<file path="src/rtl/sram_bridge_pkg.sv">
`default_nettype none

package sram_bridge_pkg;

   localparam int addr_width     = 32;
   localparam int data_width     = 32;
   localparam int strb_width     = data_width / 8;
   localparam int prot_width     = 3;
   localparam int resp_width     = 2;

   localparam int mem_index_bits = 10;
   localparam int mem_words      = 1 << mem_index_bits;
   localparam int mem_addr_bits  = mem_index_bits + 2;  // Byte address bits of the 4 KiB window.

   localparam logic [resp_width-1:0] resp_okay   = 2'b00;
   localparam logic [resp_width-1:0] resp_slverr = 2'b10;

   // One SRAM word, seen whole or as byte lanes.
   typedef union packed
   {
      logic [data_width-1:0]      word;
      logic [strb_width-1:0][7:0] bytes;
   } sram_word_u;

endpackage

`default_nettype wire

</file>
<file path="src/rtl/bridge_if.sv">
`default_nettype none

// Request stage to access stage.
interface mem_req_if;

   logic                                       valid;
   logic                                       ready;
   logic                                       write;
   logic [sram_bridge_pkg::mem_index_bits-1:0] index;
   logic [sram_bridge_pkg::data_width-1:0]     wdata;
   logic [sram_bridge_pkg::strb_width-1:0]     wstrb;
   logic                                       err;   // Address outside the window.

   modport master
   (
      output valid, write, index, wdata, wstrb, err,
      input  ready
   );

   modport slave
   (
      input  valid, write, index, wdata, wstrb, err,
      output ready
   );

endinterface


`default_nettype wire

</file>
<file path="src/rtl/axil_req_stage.sv">
`default_nettype none

module axil_req_stage
(
   input  wire                                    clk,
   input  wire                                    resetn,
   input  wire [sram_bridge_pkg::addr_width-1:0]  awaddr,
   input  wire                                    awvalid,
   output logic                                   awready,
   input  wire [sram_bridge_pkg::data_width-1:0]  wdata,
   input  wire [sram_bridge_pkg::strb_width-1:0]  wstrb,
   input  wire                                    wvalid,
   output logic                                   wready,
   input  wire [sram_bridge_pkg::addr_width-1:0]  araddr,
   input  wire                                    arvalid,
   output logic                                   arready,
   mem_req_if.master                              req
);

   logic                                   can_accept;
   logic                                   wr_offer;
   logic                                   wr_grant;
   logic                                   rd_grant;
   logic                                   accept;
   logic                                   last_write;
   logic [sram_bridge_pkg::addr_width-1:0] addr_sel;

   assign can_accept = !resetn && (!req.valid || req.ready);   // Out of reset and empty or being emptied.
   assign wr_offer   = awvalid && wvalid;         // A write needs both AW and W.

   // Round robin. The kind not granted last wins a tie.
   assign wr_grant = wr_offer && (!arvalid || !last_write);
   assign rd_grant = arvalid && (!wr_offer || last_write);

   assign awready = can_accept && wr_grant;
   assign wready  = can_accept && wr_grant;
   assign arready = can_accept && rd_grant;
   assign accept  = awready || arready;

   assign addr_sel = wr_grant ? awaddr : araddr;

   always_ff @(posedge clk or posedge resetn)
   begin
      if (resetn)
      begin
         req.valid  <= 1'b0;
         last_write <= 1'b0;   // Write wins first.
      end
      else
      begin
         if (can_accept)
            req.valid <= accept;
         if (accept)
            last_write <= wr_grant;
      end
   end

   always_ff @(posedge clk)
   begin
      if (accept)
      begin
         req.write <= wr_grant;
         req.index <= addr_sel[sram_bridge_pkg::mem_addr_bits-1:2];
         req.err   <= |addr_sel[sram_bridge_pkg::addr_width-1:sram_bridge_pkg::mem_addr_bits];
         req.wdata <= wdata;
         req.wstrb <= wstrb;
      end
   end

   // The master holds a valid until its handshake.
   assert property (@(posedge clk) disable iff (resetn)
      awvalid && !awready |=> awvalid);

   assert property (@(posedge clk) disable iff (resetn)
      arvalid && !arready |=> arvalid);

   // A stalled request holds until the access stage takes it.
   assert property (@(posedge clk) disable iff (resetn)
      req.valid && !req.ready |=> req.valid &&
         $stable({req.write, req.index, req.err, req.wdata, req.wstrb}));

endmodule

`default_nettype wire

</file>
<file path="src/flat_wrapper.sv">
// flat-port wrapper written by rule: the top's interface ports become plain ports
module axil_req_stage_flat 
  (clk, resetn, awaddr, awvalid, awready, wdata, wstrb, wvalid, wready, araddr, arvalid, arready, req_valid, req_write, req_index, req_wdata, req_wstrb, req_err, req_ready);
  mem_req_if req_i ();
  input  wire clk;
  input  wire resetn;
  input  wire [sram_bridge_pkg::addr_width-1:0] awaddr;
  input  wire awvalid;
  output logic awready;
  input  wire [sram_bridge_pkg::data_width-1:0] wdata;
  input  wire [sram_bridge_pkg::strb_width-1:0] wstrb;
  input  wire wvalid;
  output logic wready;
  input  wire [sram_bridge_pkg::addr_width-1:0] araddr;
  input  wire arvalid;
  output logic arready;
  output wire logic [$bits(req_i.valid)-1:0] req_valid;
  output wire logic [$bits(req_i.write)-1:0] req_write;
  output wire logic [$bits(req_i.index)-1:0] req_index;
  output wire logic [$bits(req_i.wdata)-1:0] req_wdata;
  output wire logic [$bits(req_i.wstrb)-1:0] req_wstrb;
  output wire logic [$bits(req_i.err)-1:0] req_err;
  input wire logic [$bits(req_i.ready)-1:0] req_ready;
  assign req_valid = req_i.valid;
  assign req_write = req_i.write;
  assign req_index = req_i.index;
  assign req_wdata = req_i.wdata;
  assign req_wstrb = req_i.wstrb;
  assign req_err = req_i.err;
  assign req_i.ready = req_ready;
  axil_req_stage u_core (.clk(clk), .resetn(resetn), .awaddr(awaddr), .awvalid(awvalid), .awready(awready), .wdata(wdata), .wstrb(wstrb), .wvalid(wvalid), .wready(wready), .araddr(araddr), .arvalid(arvalid), .arready(arready), .req(req_i));
endmodule
</file>
<file path="config.mk">
export PLATFORM = sky130hd
export DESIGN_NAME = axil_req_stage_flat
export DESIGN_NICKNAME = d
export VERILOG_FILES = /design/src/rtl/sram_bridge_pkg.sv /design/src/rtl/bridge_if.sv /design/src/rtl/axil_req_stage.sv /design/src/flat_wrapper.sv
export SDC_FILE = /design/constraint.sdc
export NUM_CORES = 1
export LEC_CHECK = 0
export BUFFER_PORTS_ARGS = -buffer_cell sky130_fd_sc_hd__buf_2
export CORE_AREA = 2 2 102 55
export CTS_CLUSTER_DIAMETER = 150
export CTS_CLUSTER_SIZE = 20
export DETAILED_ROUTE_END_ITERATION = 10
export DIE_AREA = 0 0 104 57
export PLACE_DENSITY = 0.77
export SLEW_MARGIN = 0
export SYNTH_ARGS = -nofsm -noshare
export SYNTH_HDL_FRONTEND = slang
export SYNTH_SLANG_ARGS = --single-unit
</file>
<file path="constraint.sdc">
create_clock -name clk -period 3.2 [get_ports clk]
set_input_delay 0.16 -clock clk [delete_from_list [all_inputs] [get_ports clk]]
set_output_delay 0.16 -clock clk [all_outputs]
set_load 0.02 [all_outputs]
</file>
==> metrics.yaml <==
synth:
  synth_compound_area_frac: 0.0188
  synth-simple-area-share: 0.133
  synth_flop_type: "edfxtp_1"
  flops_latches_synth: 50
  synthMostInstantiatedCell: "edfxtp_1"
  synth_mux_area_frac: 0
  synthXorXnorAreaFrac: 0
  yosysUniqueCellTypes: 18
  nets_in_the_synthesized_netlist: 217
  number_of_standard_cells_after_synthesis: 111
  ys_seq_area_frac: 0.831
  main_combinational_cell_family_by_area_after_synthesis: "simple AND/OR/NAND/NOR gates"
  netlist_area_um2: 1800
  syn-mean-instance-area_um2: 16.2
  synth_common_cells: "48 x edfxtp_1, 33 x nand2_1, 10 x nor4_1"
  post-synth-top-area-cell: "edfxtp_1"
  post_synth_adder_cell_area: 0
  synth_enable_flop_cells: 48
  synth_async_sr_flop_share: 0.0400
  netlist_top_cells_area: "edfxtp_1 80%, nand2_1 6.9%, nor4_1 3.5%"
  yosysWarnings: 0
  synth_top_area_frac: 0.803
global_routing:
  global_route_wire_length_before_repair_um: 7070
  global_route.usage.total: 0.154
  grt_max_degree: 21
  first_global_vias: 1536
  grt_overflow_total: 0
  antenna_found_initial: 0
timing:
  worst_clock_skew_ns: 0.00871
  rsz_0062_raised_after_global_routing: "no"
  slew_violations: 0
  min_period_ns: 2.15
  worst_slack_ns: 1.05
  maxSlewHeadroom: 0.751
  final-hold-violation-count: 0
  report.final.setup_viol: 0
  fmaxAchievable_ghz: 0.466
  worst_slew_pin_slew_ns: 0.371
  layout_worst_path_cycle_share: 0.671
  fin_worst_hold_slack_ns: 0.0390
  final.setup.tns_ns: 0
finish:
  antenna-diode-count: 0
  synthToLayoutAreaGrowth_pct: 52.8
  fillerInstances: 479
  layout.cells.non_filler: 345
  final_core_utilization: 0.534
  finalNetCount: 377
  finalInstanceArea_um2: 2740
  drive_gt1_frac: 0.614
setup_path:
  timing.reg2reg.worst_path_depth: 6
  timing.rr.end: "u_core.req.wdata[17]"
  worst_ep_arrival_time_ns: 2.13
  worstSetupEndpoint: "u_core.req.wdata[17]"
  startpoint: "u_core.last_write"
  worstSetupPathType: "reg -> reg"
  worstPathMaxFanout: 20
  critical_path.startpoint_type: "flop"
  worstSetupEndpointType: "flop"
  worst_path_required_ns: 3.18
  rr_startpoint: "u_core.last_write"
  setup.reg_to_reg.worst_slack_ns: 1.05
worst_hold_path:
  hp-class: "in -> reg"
floorplan:
  core_region_area_um2: 5130
  die-height_um: 57
  die_w_um: 104
  start_util: 0.350
  design.portCount: 158
  floorplan.die_area_um2: 5930
  row_count: 19
power_and_ir_drop:
  irDropWorstVdd_mv: 0.227
  report.power.total_mw: 1.33
  leakage_nw: 1.27
  power_density_relative_to_cell_area_nw_per_um2: 483
clocking:
  clock_path_buffers: 2
  post_cts_resize_count: 0
  tritoncts.num_buffers: 5
  clock_insertion_delay_worst_skew_ns: 0.29
  post_cts_buffers: 0
  cts.htree.levels: 2
  cts.clk_slew.worst_paths_ns: 0.09
  tritoncts: "done"
  cts.sink_count: 50
  cts_hold_buf: 1
  cts_root_buffer: "clkbuf_8"
run_status:
  status: "completed"
route:
  post-route-drc-count: 0
  sum_of_routed_wire_length_over_all_layers_um: 4490
  detailed_route_vias_per_instance: 4.37
  routed-via-count: 1507
  wl_per_cell_um: 13.0
  drt_pre_antenna_iters: 4
  initialDrtViolationCount: 57
  postRouteAntennaNets: 0
flow_run:
  drv.max_cap_violation_count: 0
placement:
  hpwl_um: 3720
  placed_cells_incl_taps: 336
  port_buffers: 153
  worst_setup_timing_slack_at_the_placement_stage_ns: 1.03
  gpl.final_weighted_congestion: 0.861
  dpl-instance-area_um2: 2650
## logic make-up (layout without fill, tap and decap cells)
group           after synthesis  count (layout)
simple gates                 50              50
compound gates                5               5
buf+inv                       6             167
flops                        50              50
## layout by cell type, fill, tap and decap left out, types with 2 or more instances in the layout
cell type / n
clkinv_1: 2
clkbuf_8: 5
buf_4: 2
nor4_1: 10
buf_2: 153
nand2_1: 33
dfrtp_1: 2
nand4_1: 2
inv_1: 2
o21ai_0: 2
edfxtp_1: 48
## report_power, final
part	total (mW)	switching (mW)	internal, mW
sequential	0.780	0.0105	0.769
clock	0.340	0.190	0.150
combinational	0.206	0.121	0.0848
## state kept, by name, indices dropped and copies added, names as in the netlist
name / flops
u_core.req.wstrb: 4
u_core.req.write: 1
u_core.req.index: 10
u_core.req.wdata: 32
u_core.last_write: 1
u_core.req.valid: 1
u_core.req.err: 1
## layout make-up
cell class / count / area, um2 / area share
timing repair buffer: 156 / 791 / 0.288
clock inverter: 3 / 16.3 / 0.00593
multi-input combinational: 55 / 273 / 0.0995
sequential: 50 / 1490 / 0.544
tap: 73 / 91.3 / 0.0333
inverter: 3 / 11.3 / 0.00411
clock buffer: 5 / 68.8 / 0.0251
## worst min-delay path by stage
stage	cells after the start	to	slack (ns)	from
6_report	1	u_core.req.wdata[29]	0.04	wdata[29]
4_1_cts	1	u_core.req.wdata[13]	0.03	wdata[13]
3_3_place_gp	2	u_core.req.valid	0.04	resetn
5_1_grt	1	u_core.req.wdata[11]	0.02	wdata[11]
3_5_place_dp	2	u_core.last_write	0.05	resetn
2_1_floorplan	1	u_core.last_write	-0.1	resetn
## worst max-delay path, stage by stage, from the launching register on
cell and delay (ns):
dfrtp_1 0.39, nand2_1 0.08, nand3_2 0.23, inv_2 0.28, and2_4 0.20, or2_2 0.32
buf_4 0.33
## layer usage
layer | track usage | routed length (um) | up-vias
met5 | 0 | 0 | -
met4 | 0.0425 | 38 | 0
met3 | 0.0617 | 410 | 4
met2 | 0.254 | 2100 | 64
met1 | 0.193 | 1940 | 712
li1 | - | - | 727
Note: power is estimated with default switching activity, not from simulation.
