**src/rtl/sram_bridge_pkg.sv**
```systemverilog
`default_nettype none

package sram_bridge_pkg;

   localparam int addr_width     = 32;
   localparam int data_width     = 32;
   localparam int strb_width     = data_width / 8;
   localparam int prot_width     = 3;
   localparam int resp_width     = 2;

   localparam int mem_index_bits = 10;
   localparam int mem_words      = 1 << mem_index_bits;
   localparam int mem_addr_bits  = mem_index_bits + 2;  // Byte address bits of the 4 KiB window.

   localparam logic [resp_width-1:0] resp_okay   = 2'b00;
   localparam logic [resp_width-1:0] resp_slverr = 2'b10;

   // One SRAM word, seen whole or as byte lanes.
   typedef union packed
   {
      logic [data_width-1:0]      word;
      logic [strb_width-1:0][7:0] bytes;
   } sram_word_u;

endpackage

`default_nettype wire

```
**src/rtl/bridge_if.sv**
```systemverilog
`default_nettype none


// Access stage to response stage.
interface mem_rsp_if;

   logic                                   valid;
   logic                                   ready;
   logic                                   write;
   logic [sram_bridge_pkg::data_width-1:0] rdata;
   logic                                   err;

   modport master
   (
      output valid, write, rdata, err,
      input  ready
   );

   modport slave
   (
      input  valid, write, rdata, err,
      output ready
   );

endinterface

`default_nettype wire

```
**src/rtl/axil_resp_stage.sv**
```systemverilog
`default_nettype none

module axil_resp_stage
(
   input  wire                                          clk,
   input  wire                                          resetn,
   mem_rsp_if.slave                                     rsp,
   output logic [sram_bridge_pkg::data_width-1:0]       rdata,
   output logic [sram_bridge_pkg::resp_width-1:0]       rresp,
   output logic                                         rvalid,
   input  wire                                          rready,
   output logic [sram_bridge_pkg::resp_width-1:0]       bresp,
   output logic                                         bvalid,
   input  wire                                          bready
);

   logic                                   held;
   logic                                   held_write;
   logic                                   held_err;
   logic [sram_bridge_pkg::data_width-1:0] held_data;
   logic [sram_bridge_pkg::resp_width-1:0] code;

   assign rvalid = held && !held_write;
   assign bvalid = held && held_write;

   assign rsp.ready = !held || (rvalid && rready) || (bvalid && bready);

   assign code  = held_err ? sram_bridge_pkg::resp_slverr : sram_bridge_pkg::resp_okay;
   assign rresp = code;
   assign bresp = code;
   assign rdata = held_data;

   always_ff @(posedge clk or posedge resetn)
   begin
      if (resetn)
         held <= 1'b0;
      else if (rsp.ready)
         held <= rsp.valid;
   end

   always_ff @(posedge clk)
   begin
      if (rsp.valid && rsp.ready)
      begin
         held_write <= rsp.write;
         held_err   <= rsp.err;
         held_data  <= rsp.err ? '0 : rsp.rdata;   // Zero data on error.
      end
   end

   assert property (@(posedge clk) disable iff (resetn)
      rvalid && !rready |=> rvalid && $stable(rdata) && $stable(rresp));

   assert property (@(posedge clk) disable iff (resetn)
      bvalid && !bready |=> bvalid && $stable(bresp));

endmodule

`default_nettype wire

```
**src/flat_wrapper.sv**
```systemverilog
// flat-port wrapper written by rule: the top's interface ports become plain ports
module axil_resp_stage_flat 
  (clk, resetn, rdata, rresp, rvalid, rready, bresp, bvalid, bready, rsp_valid, rsp_write, rsp_rdata, rsp_err, rsp_ready);
  mem_rsp_if rsp_i ();
  input  wire clk;
  input  wire resetn;
  output logic [sram_bridge_pkg::data_width-1:0] rdata;
  output logic [sram_bridge_pkg::resp_width-1:0] rresp;
  output logic rvalid;
  input  wire rready;
  output logic [sram_bridge_pkg::resp_width-1:0] bresp;
  output logic bvalid;
  input  wire bready;
  input wire logic [$bits(rsp_i.valid)-1:0] rsp_valid;
  input wire logic [$bits(rsp_i.write)-1:0] rsp_write;
  input wire logic [$bits(rsp_i.rdata)-1:0] rsp_rdata;
  input wire logic [$bits(rsp_i.err)-1:0] rsp_err;
  output wire logic [$bits(rsp_i.ready)-1:0] rsp_ready;
  assign rsp_i.valid = rsp_valid;
  assign rsp_i.write = rsp_write;
  assign rsp_i.rdata = rsp_rdata;
  assign rsp_i.err = rsp_err;
  assign rsp_ready = rsp_i.ready;
  axil_resp_stage u_core (.clk(clk), .resetn(resetn), .rsp(rsp_i), .rdata(rdata), .rresp(rresp), .rvalid(rvalid), .rready(rready), .bresp(bresp), .bvalid(bvalid), .bready(bready));
endmodule
```
**config.mk**
```make
export PLATFORM = sky130hd
export DESIGN_NAME = axil_resp_stage_flat
export DESIGN_NICKNAME = d
export VERILOG_FILES = /design/src/rtl/sram_bridge_pkg.sv /design/src/rtl/bridge_if.sv /design/src/rtl/axil_resp_stage.sv /design/src/flat_wrapper.sv
export SDC_FILE = /design/constraint.sdc
export NUM_CORES = 1
export LEC_CHECK = 0
export ABC_AREA = 1
export BUFFER_PORTS_ARGS = -buffer_cell sky130_fd_sc_hd__buf_4
export CORE_UTILIZATION = 43
export DETAILED_ROUTE_END_ITERATION = 16
export GPL_TIMING_DRIVEN = 0
export PLACE_DENSITY = 0.83
export SYNTH_ARGS = -nofsm -noshare
export SYNTH_HDL_FRONTEND = slang
export SYNTH_SLANG_ARGS = --single-unit
```
**constraint.sdc**
```tcl
create_clock -name clk -period 3.05 [get_ports clk]
set_clock_uncertainty 0.2 [all_clocks]
set_input_delay 0 -clock clk [delete_from_list [all_inputs] [get_ports clk]]
set_output_delay 0 -clock clk [all_outputs]
set_load 0.02 [all_outputs]
```
==> run metrics, run 1 <==
status=finished, final reports clean; initial antenna violation count=0; Initial Utilization=45.7%; Crit path largest cell delay=710 ps; dominant cell type by area after synthesis=edfxtp_1; Placement Setup Slack=1110 ps; post-route antenna net violation count=0; Static Leak=1.26 nW; Final Slew Violations=0; Final min period=2040 ps; routed len/inst=13.9 microns; worst-path cell chain=nand3_1 > nand2_1 > nor2_4; Netlist cell types=10; max_slew headroom=38.6%; endpoint class of the critical path=flip-flop; commonest non-fill, non-tap cell in the layout=buf_4; Pre-antenna DRT Iters=4; clk sinks=35; design area=0.00251 sq mm; clk_lat worst skew=340 ps; gr ovfl total=0; die area=0.00353 sq mm; flops & latches, synth=35; Tcrit/Tclk final=67.0%; crit path DAT=1810 ps; diodes inserted=0; vias in the first global route=1334; RSZ-0062 raised after global routing=no; length in cells of the worst reg-to-reg path=3; most frequent cells in the layout=buf_4, inv_1, dlygate4sd3_1, edfxtp_1, nor2_1; # fillers=168; Die X=59.4 microns; final wirelength=3990 microns; Die Ht=59.4 microns; Syn. warnings=0; slowest cell on the critical path=nor2_4; core footprint=0.00310 sq mm; Seq/Total Area, Yosys=73.7%; worst-path fanout max=34; Required @ worst endpoint=2820 ps; post-CTS sizing=0; Reg area=0.00105 sq mm; first-pass GRT wire length=5910 microns; layout net count=282; CP Launch Type=flip-flop; Final setup viols=0; Hold Vio Cnt, Final=0; residual DRC count=0; Tot Pwr=1.17 mW; Max Cap Viol=0; pwr/cell area=465 mW/mm^2; Gate Count Post-Synth=122; hold depth=2; Worst Max-Slew Pin Slew=918 ps; row count=20; GR Util All Layers=24.5%; syn avg cell area=11.6 sq um; DPL Wire Length=2070 microns; ranking of synthesized cells by area=edfxtp_1, inv_1, nor2_1; Synth top area share=72.0%; largest net degree at the start of global routing=35; vias=1226; Max VDD drop=0.000304 V; CTS root buffer=clkbuf_4; layout cells sized above 1=37.7%; Iteration-0 DRC Markers=53; Routability Congestion=0.705; placed cell areas=0.00205 sq mm; Port Buffers=75; postcts setup bufs=0; final setup TNS=0 ps; number of top-level pins=78; PnR worst setup slack=1010 ps; H-tree Lvls=2; clock-pin slew on the worst setup and hold paths=120 ps; Vias/cell=4.26; footprint of the multi-input gates=170 sq um; Area growth syn-to-layout=77.2%; clock buffer depth=2; synthesized cell area=0.00142 sq mm; Fmax=0.489 GHz; Num CTS Buffers=5; CTS tree=done; worst hold path class=in2reg; critical path type=reg2reg
==> layer usage <==
layer / vias to the layer above / global-route usage (%) / wire length, microns
li1: 599 / - / -
met1: 552 / 23.5 / 1460
met2: 65 / 46.7 / 2180
met3: 10 / 5.90 / 243
met4: 0 / 14.3 / 114
met5: - / 0 / 0
==> worst max-delay path: cells and delay by family (launching register included) <==
kind             cells  cell delay [ps]
AND/OR/NAND/NOR      3              990
flip-flops           1              470
==> flip-flops by register name (all words and copies together), names as in the netlist <==
name	cells
u_core.held_write	1
u_core.held_err	1
u_core.held	1
u_core.rdata	32
==> final timing paths <==
| check | from | end | slack [ps] |
|---|---|---|---|
| worst min register to register | u_core.held | u_core.rdata[22] | 880 |
| min in group asynchronous | resetn | u_core.held | 430 |
| worst min-delay path | rsp_write | u_core.held_write | 200 |
| worst max register to register | u_core.held_write | u_core.rdata[29] | 1010 |
| max in group asynchronous | resetn | u_core.held | 2120 |
| worst max-delay path | u_core.held_write | u_core.rdata[29] | 1010 |
==> through the flow <==
| stage | hold WS [ps] | cells | utilization, % |
|---|---|---|---|
| floorplan | -471 | 123 | - |
| global placement | -355 | 242 | 65.8 |
| detailed placement | -340 | 242 | 66.0 |
| CTS | 192 | 288 | 81.0 |
| global route | 191 | 288 | 81.0 |
| finish | 204 | 288 | 81.0 |
==> cells in the mapped netlist, drive strengths merged <==
library cell	count
inv	40
conb	1
dfrtp	1
nor2	34
buf	7
nand2	2
nand3	3
edfxtp	34
==> power breakdown <==
part           switching, mW  internal (mW)
logic                  0.115          0.121
registers             0.0123          0.567
clock network          0.161          0.194
==> what timing repair did <==
action / 4_1_cts / 5_1_grt
hold endpoints to repair: 36 / 0
setup endpoints to repair: 0 / 0
hold buffers: 38 / 0
==> final cells by class <==
class,instances,area share (%)
Tap cell,44,2.19
Multi-Input combinational cell,41,6.77
Timing Repair Buffer,113,37.5
Sequential cell,35,41.6
Inverter,40,5.97
Clock inverter,2,1.39
Buffer,7,2.54
Clock buffer,6,2.04
==> kinds of logic (layout without fill, tap and decap cells) <==
logic type	Yosys count	after routing	share of synthesized area (%)
buffers and inverters	47	168	15.1
and+or+nand+nor	39	39	10.9
DFF	35	35	73.7
other	1	2	0.264
Note: power is estimated with default switching activity, not from simulation.
==> run 2: changes to the inputs <==
==> constraint.sdc (replaced) <==
create_clock -name clk -period 2.06 [get_ports clk]
set_clock_uncertainty 0.2 [all_clocks]
set_input_delay 0 -clock clk [delete_from_list [all_inputs] [get_ports clk]]
set_output_delay 0 -clock clk [all_outputs]
set_load 0.02 [all_outputs]
==> run metrics, run 2 (synthesis results as in run 1) <==
status=finished, final reports clean; clock-pin slew on the worst setup and hold paths=90 ps (-30 ps); vias in the first global route=1244 (-6.7%); commonest non-fill, non-tap cell in the layout=buf_4; final core occ=80.1% (-0.93 points); Initial Utilization=45.7% (unchanged); Final setup viols=0 (unchanged); clock network fraction of total power=21.8% (-8.6 points); H-tree Lvls=2 (unchanged); RSZ-0062 raised after global routing=no; initial antenna violation count=0 (unchanged); Fin Hold WS=205 ps (+0.911 ps); Max Cap Viol=0 (unchanged); CP Launch Type=flip-flop; number of top-level pins=78 (unchanged); sequential share of power=55.5% (+6.0 points); CTS root buffer=clkbuf_4; final wirelength=3690 microns (-7.7%); layout net count=283 (+0.35%); worst-path fanout max=17 (-50%); final setup TNS=0 ps (unchanged); core footprint=0.00310 sq mm (unchanged); DPL Wire Length=1920 microns (-7.3%); residual DRC count=0 (unchanged); diodes inserted=0 (unchanged); endpoint class of the critical path=flip-flop; Largest register FFs=32 (unchanged); vias=1202 (-2.0%); design area=0.00249 sq mm (-1.1%); Die X=59.4 microns (unchanged); Static Leak=1.24 nW (-1.3%); critical path type=reg2reg; Num CTS Buffers=5 (unchanged); Hold Vio Cnt, Final=0 (unchanged); Die Ht=59.4 microns (unchanged); CTS tree=done; Vias/cell=4.17 (-2.0%); sw power=0.402 mW (+39%); clk_lat worst skew=320 ps (-20 ps); Tot Pwr=1.54 mW (+32%); worst hold path class=in2reg; Port Buffers=75 (unchanged); gr ovfl total=0 (unchanged); Cell Int Power=1.14 mW (+29%); largest net degree at the start of global routing=35 (unchanged); max_slew headroom=66.3% (+28 points); Worst Max-Slew Pin Slew=504 ps (-415 ps); die area=0.00353 sq mm (unchanged); Iteration-0 DRC Markers=30 (-43%); layout cells sized above 1=37.3% (-0.41 points); most frequent cells in the layout=buf_4, inv_1, dlygate4sd3_1, edfxtp_1, nor2_1; row count=20 (unchanged); clock buffer depth=2 (unchanged); Fmax=0.573 GHz (+17%); fin cells=288 (unchanged); R2R Setup Slk=320 ps (-690 ps); Final Slew Violations=0 (unchanged); Tcrit/Tclk final=84.7% (+18 points); Max VDD drop=0.000449 V (+48%); GR Util All Layers=22.7% (-1.8 points); clk sinks=35 (unchanged); crit path DAT=1520 ps (-290 ps); Final min period=1740 ps (-300 ps); Combinational Power Share=22.6% (+2.5 points); Post-Place Cells=242 (unchanged); Placement Setup Slack=96.1 ps (-1010 ps); Routability Congestion=0.674 (-4.4%); Required @ worst endpoint=1830 ps (-990 ps); first-pass GRT wire length=5570 microns (-5.8%); placed cell areas=0.00205 sq mm (unchanged); pwr/cell area=620 mW/mm^2 (+33%); PnR worst setup slack=316 ps (-690 ps); Area growth syn-to-layout=75.2%; Pre-antenna DRT Iters=4 (unchanged); routed len/inst=12.8 microns (-7.7%); post-route antenna net violation count=0 (unchanged); Switching Share=26.1% (+1.4 points)
[run 2: cell count changes in the layout (fill, tap and decap cells not counted), sizes merged]
| cell | change |
|---|---|
| clkinv | +1 |
| bufinv | -1 |
| clkbuf | -1 |
| nor2 | +1 |
[run 2: critical path: stages (launching register included)]
cell and delay, ps:
edfxtp_1 440, nand3_1 130, nand2_1 180, nor2_4 450
[run 2: power by group through the flow]
stage                     sequential, mW  combinational [mW]  clock (mW)
after floorplan                    0.926              0.0808           0
after global placement             0.869               0.275           0
after detailed placement           0.872               0.280           0
after CTS                          0.856               0.337       0.341
after global routing               0.860               0.373       0.369
final                              0.856               0.349       0.336
[run 2: timing repair]
action                                 CTS  global route
endpoints found under the hold margin   36             0
setup endpoints to repair                0            26
gates resized for setup                  0             1
buffers inserted                         0             0
hold buffers                            38             0
[run 2: layout make-up]
class	count	area, sq um
fill	211	617
clock inverter	2	8.76
tap	44	55.1
clock buffer	5	37.5
multi-input combinational	42	181
sequential	35	1050
buffer	7	63.8
timing repair buffer	113	943
inverter	40	150
[run 2: final timing paths]
kind,start,endpoint,depth (start not counted)
hold / removal,rsp_write,u_core.held_write,2
setup reg to reg,u_core.held_write,u_core.held_write,3
setup / recovery,u_core.held_write,u_core.held_write,3
min in group asynchronous,resetn,u_core.held,4
max in group asynchronous,resetn,u_core.held,4
hold reg to reg,u_core.held,u_core.rdata[31],3
[run 2: metal layers]
layer / global-route usage [%] / vias to the layer above / share of wire, %
li1: - / 598 / -
met1: 22.3 / 539 / 36
met2: 43.3 / 58 / 55
met3: 7.42 / 7 / 7.2
met4: 8.50 / 0 / 1.7
met5: 0 / - / 0
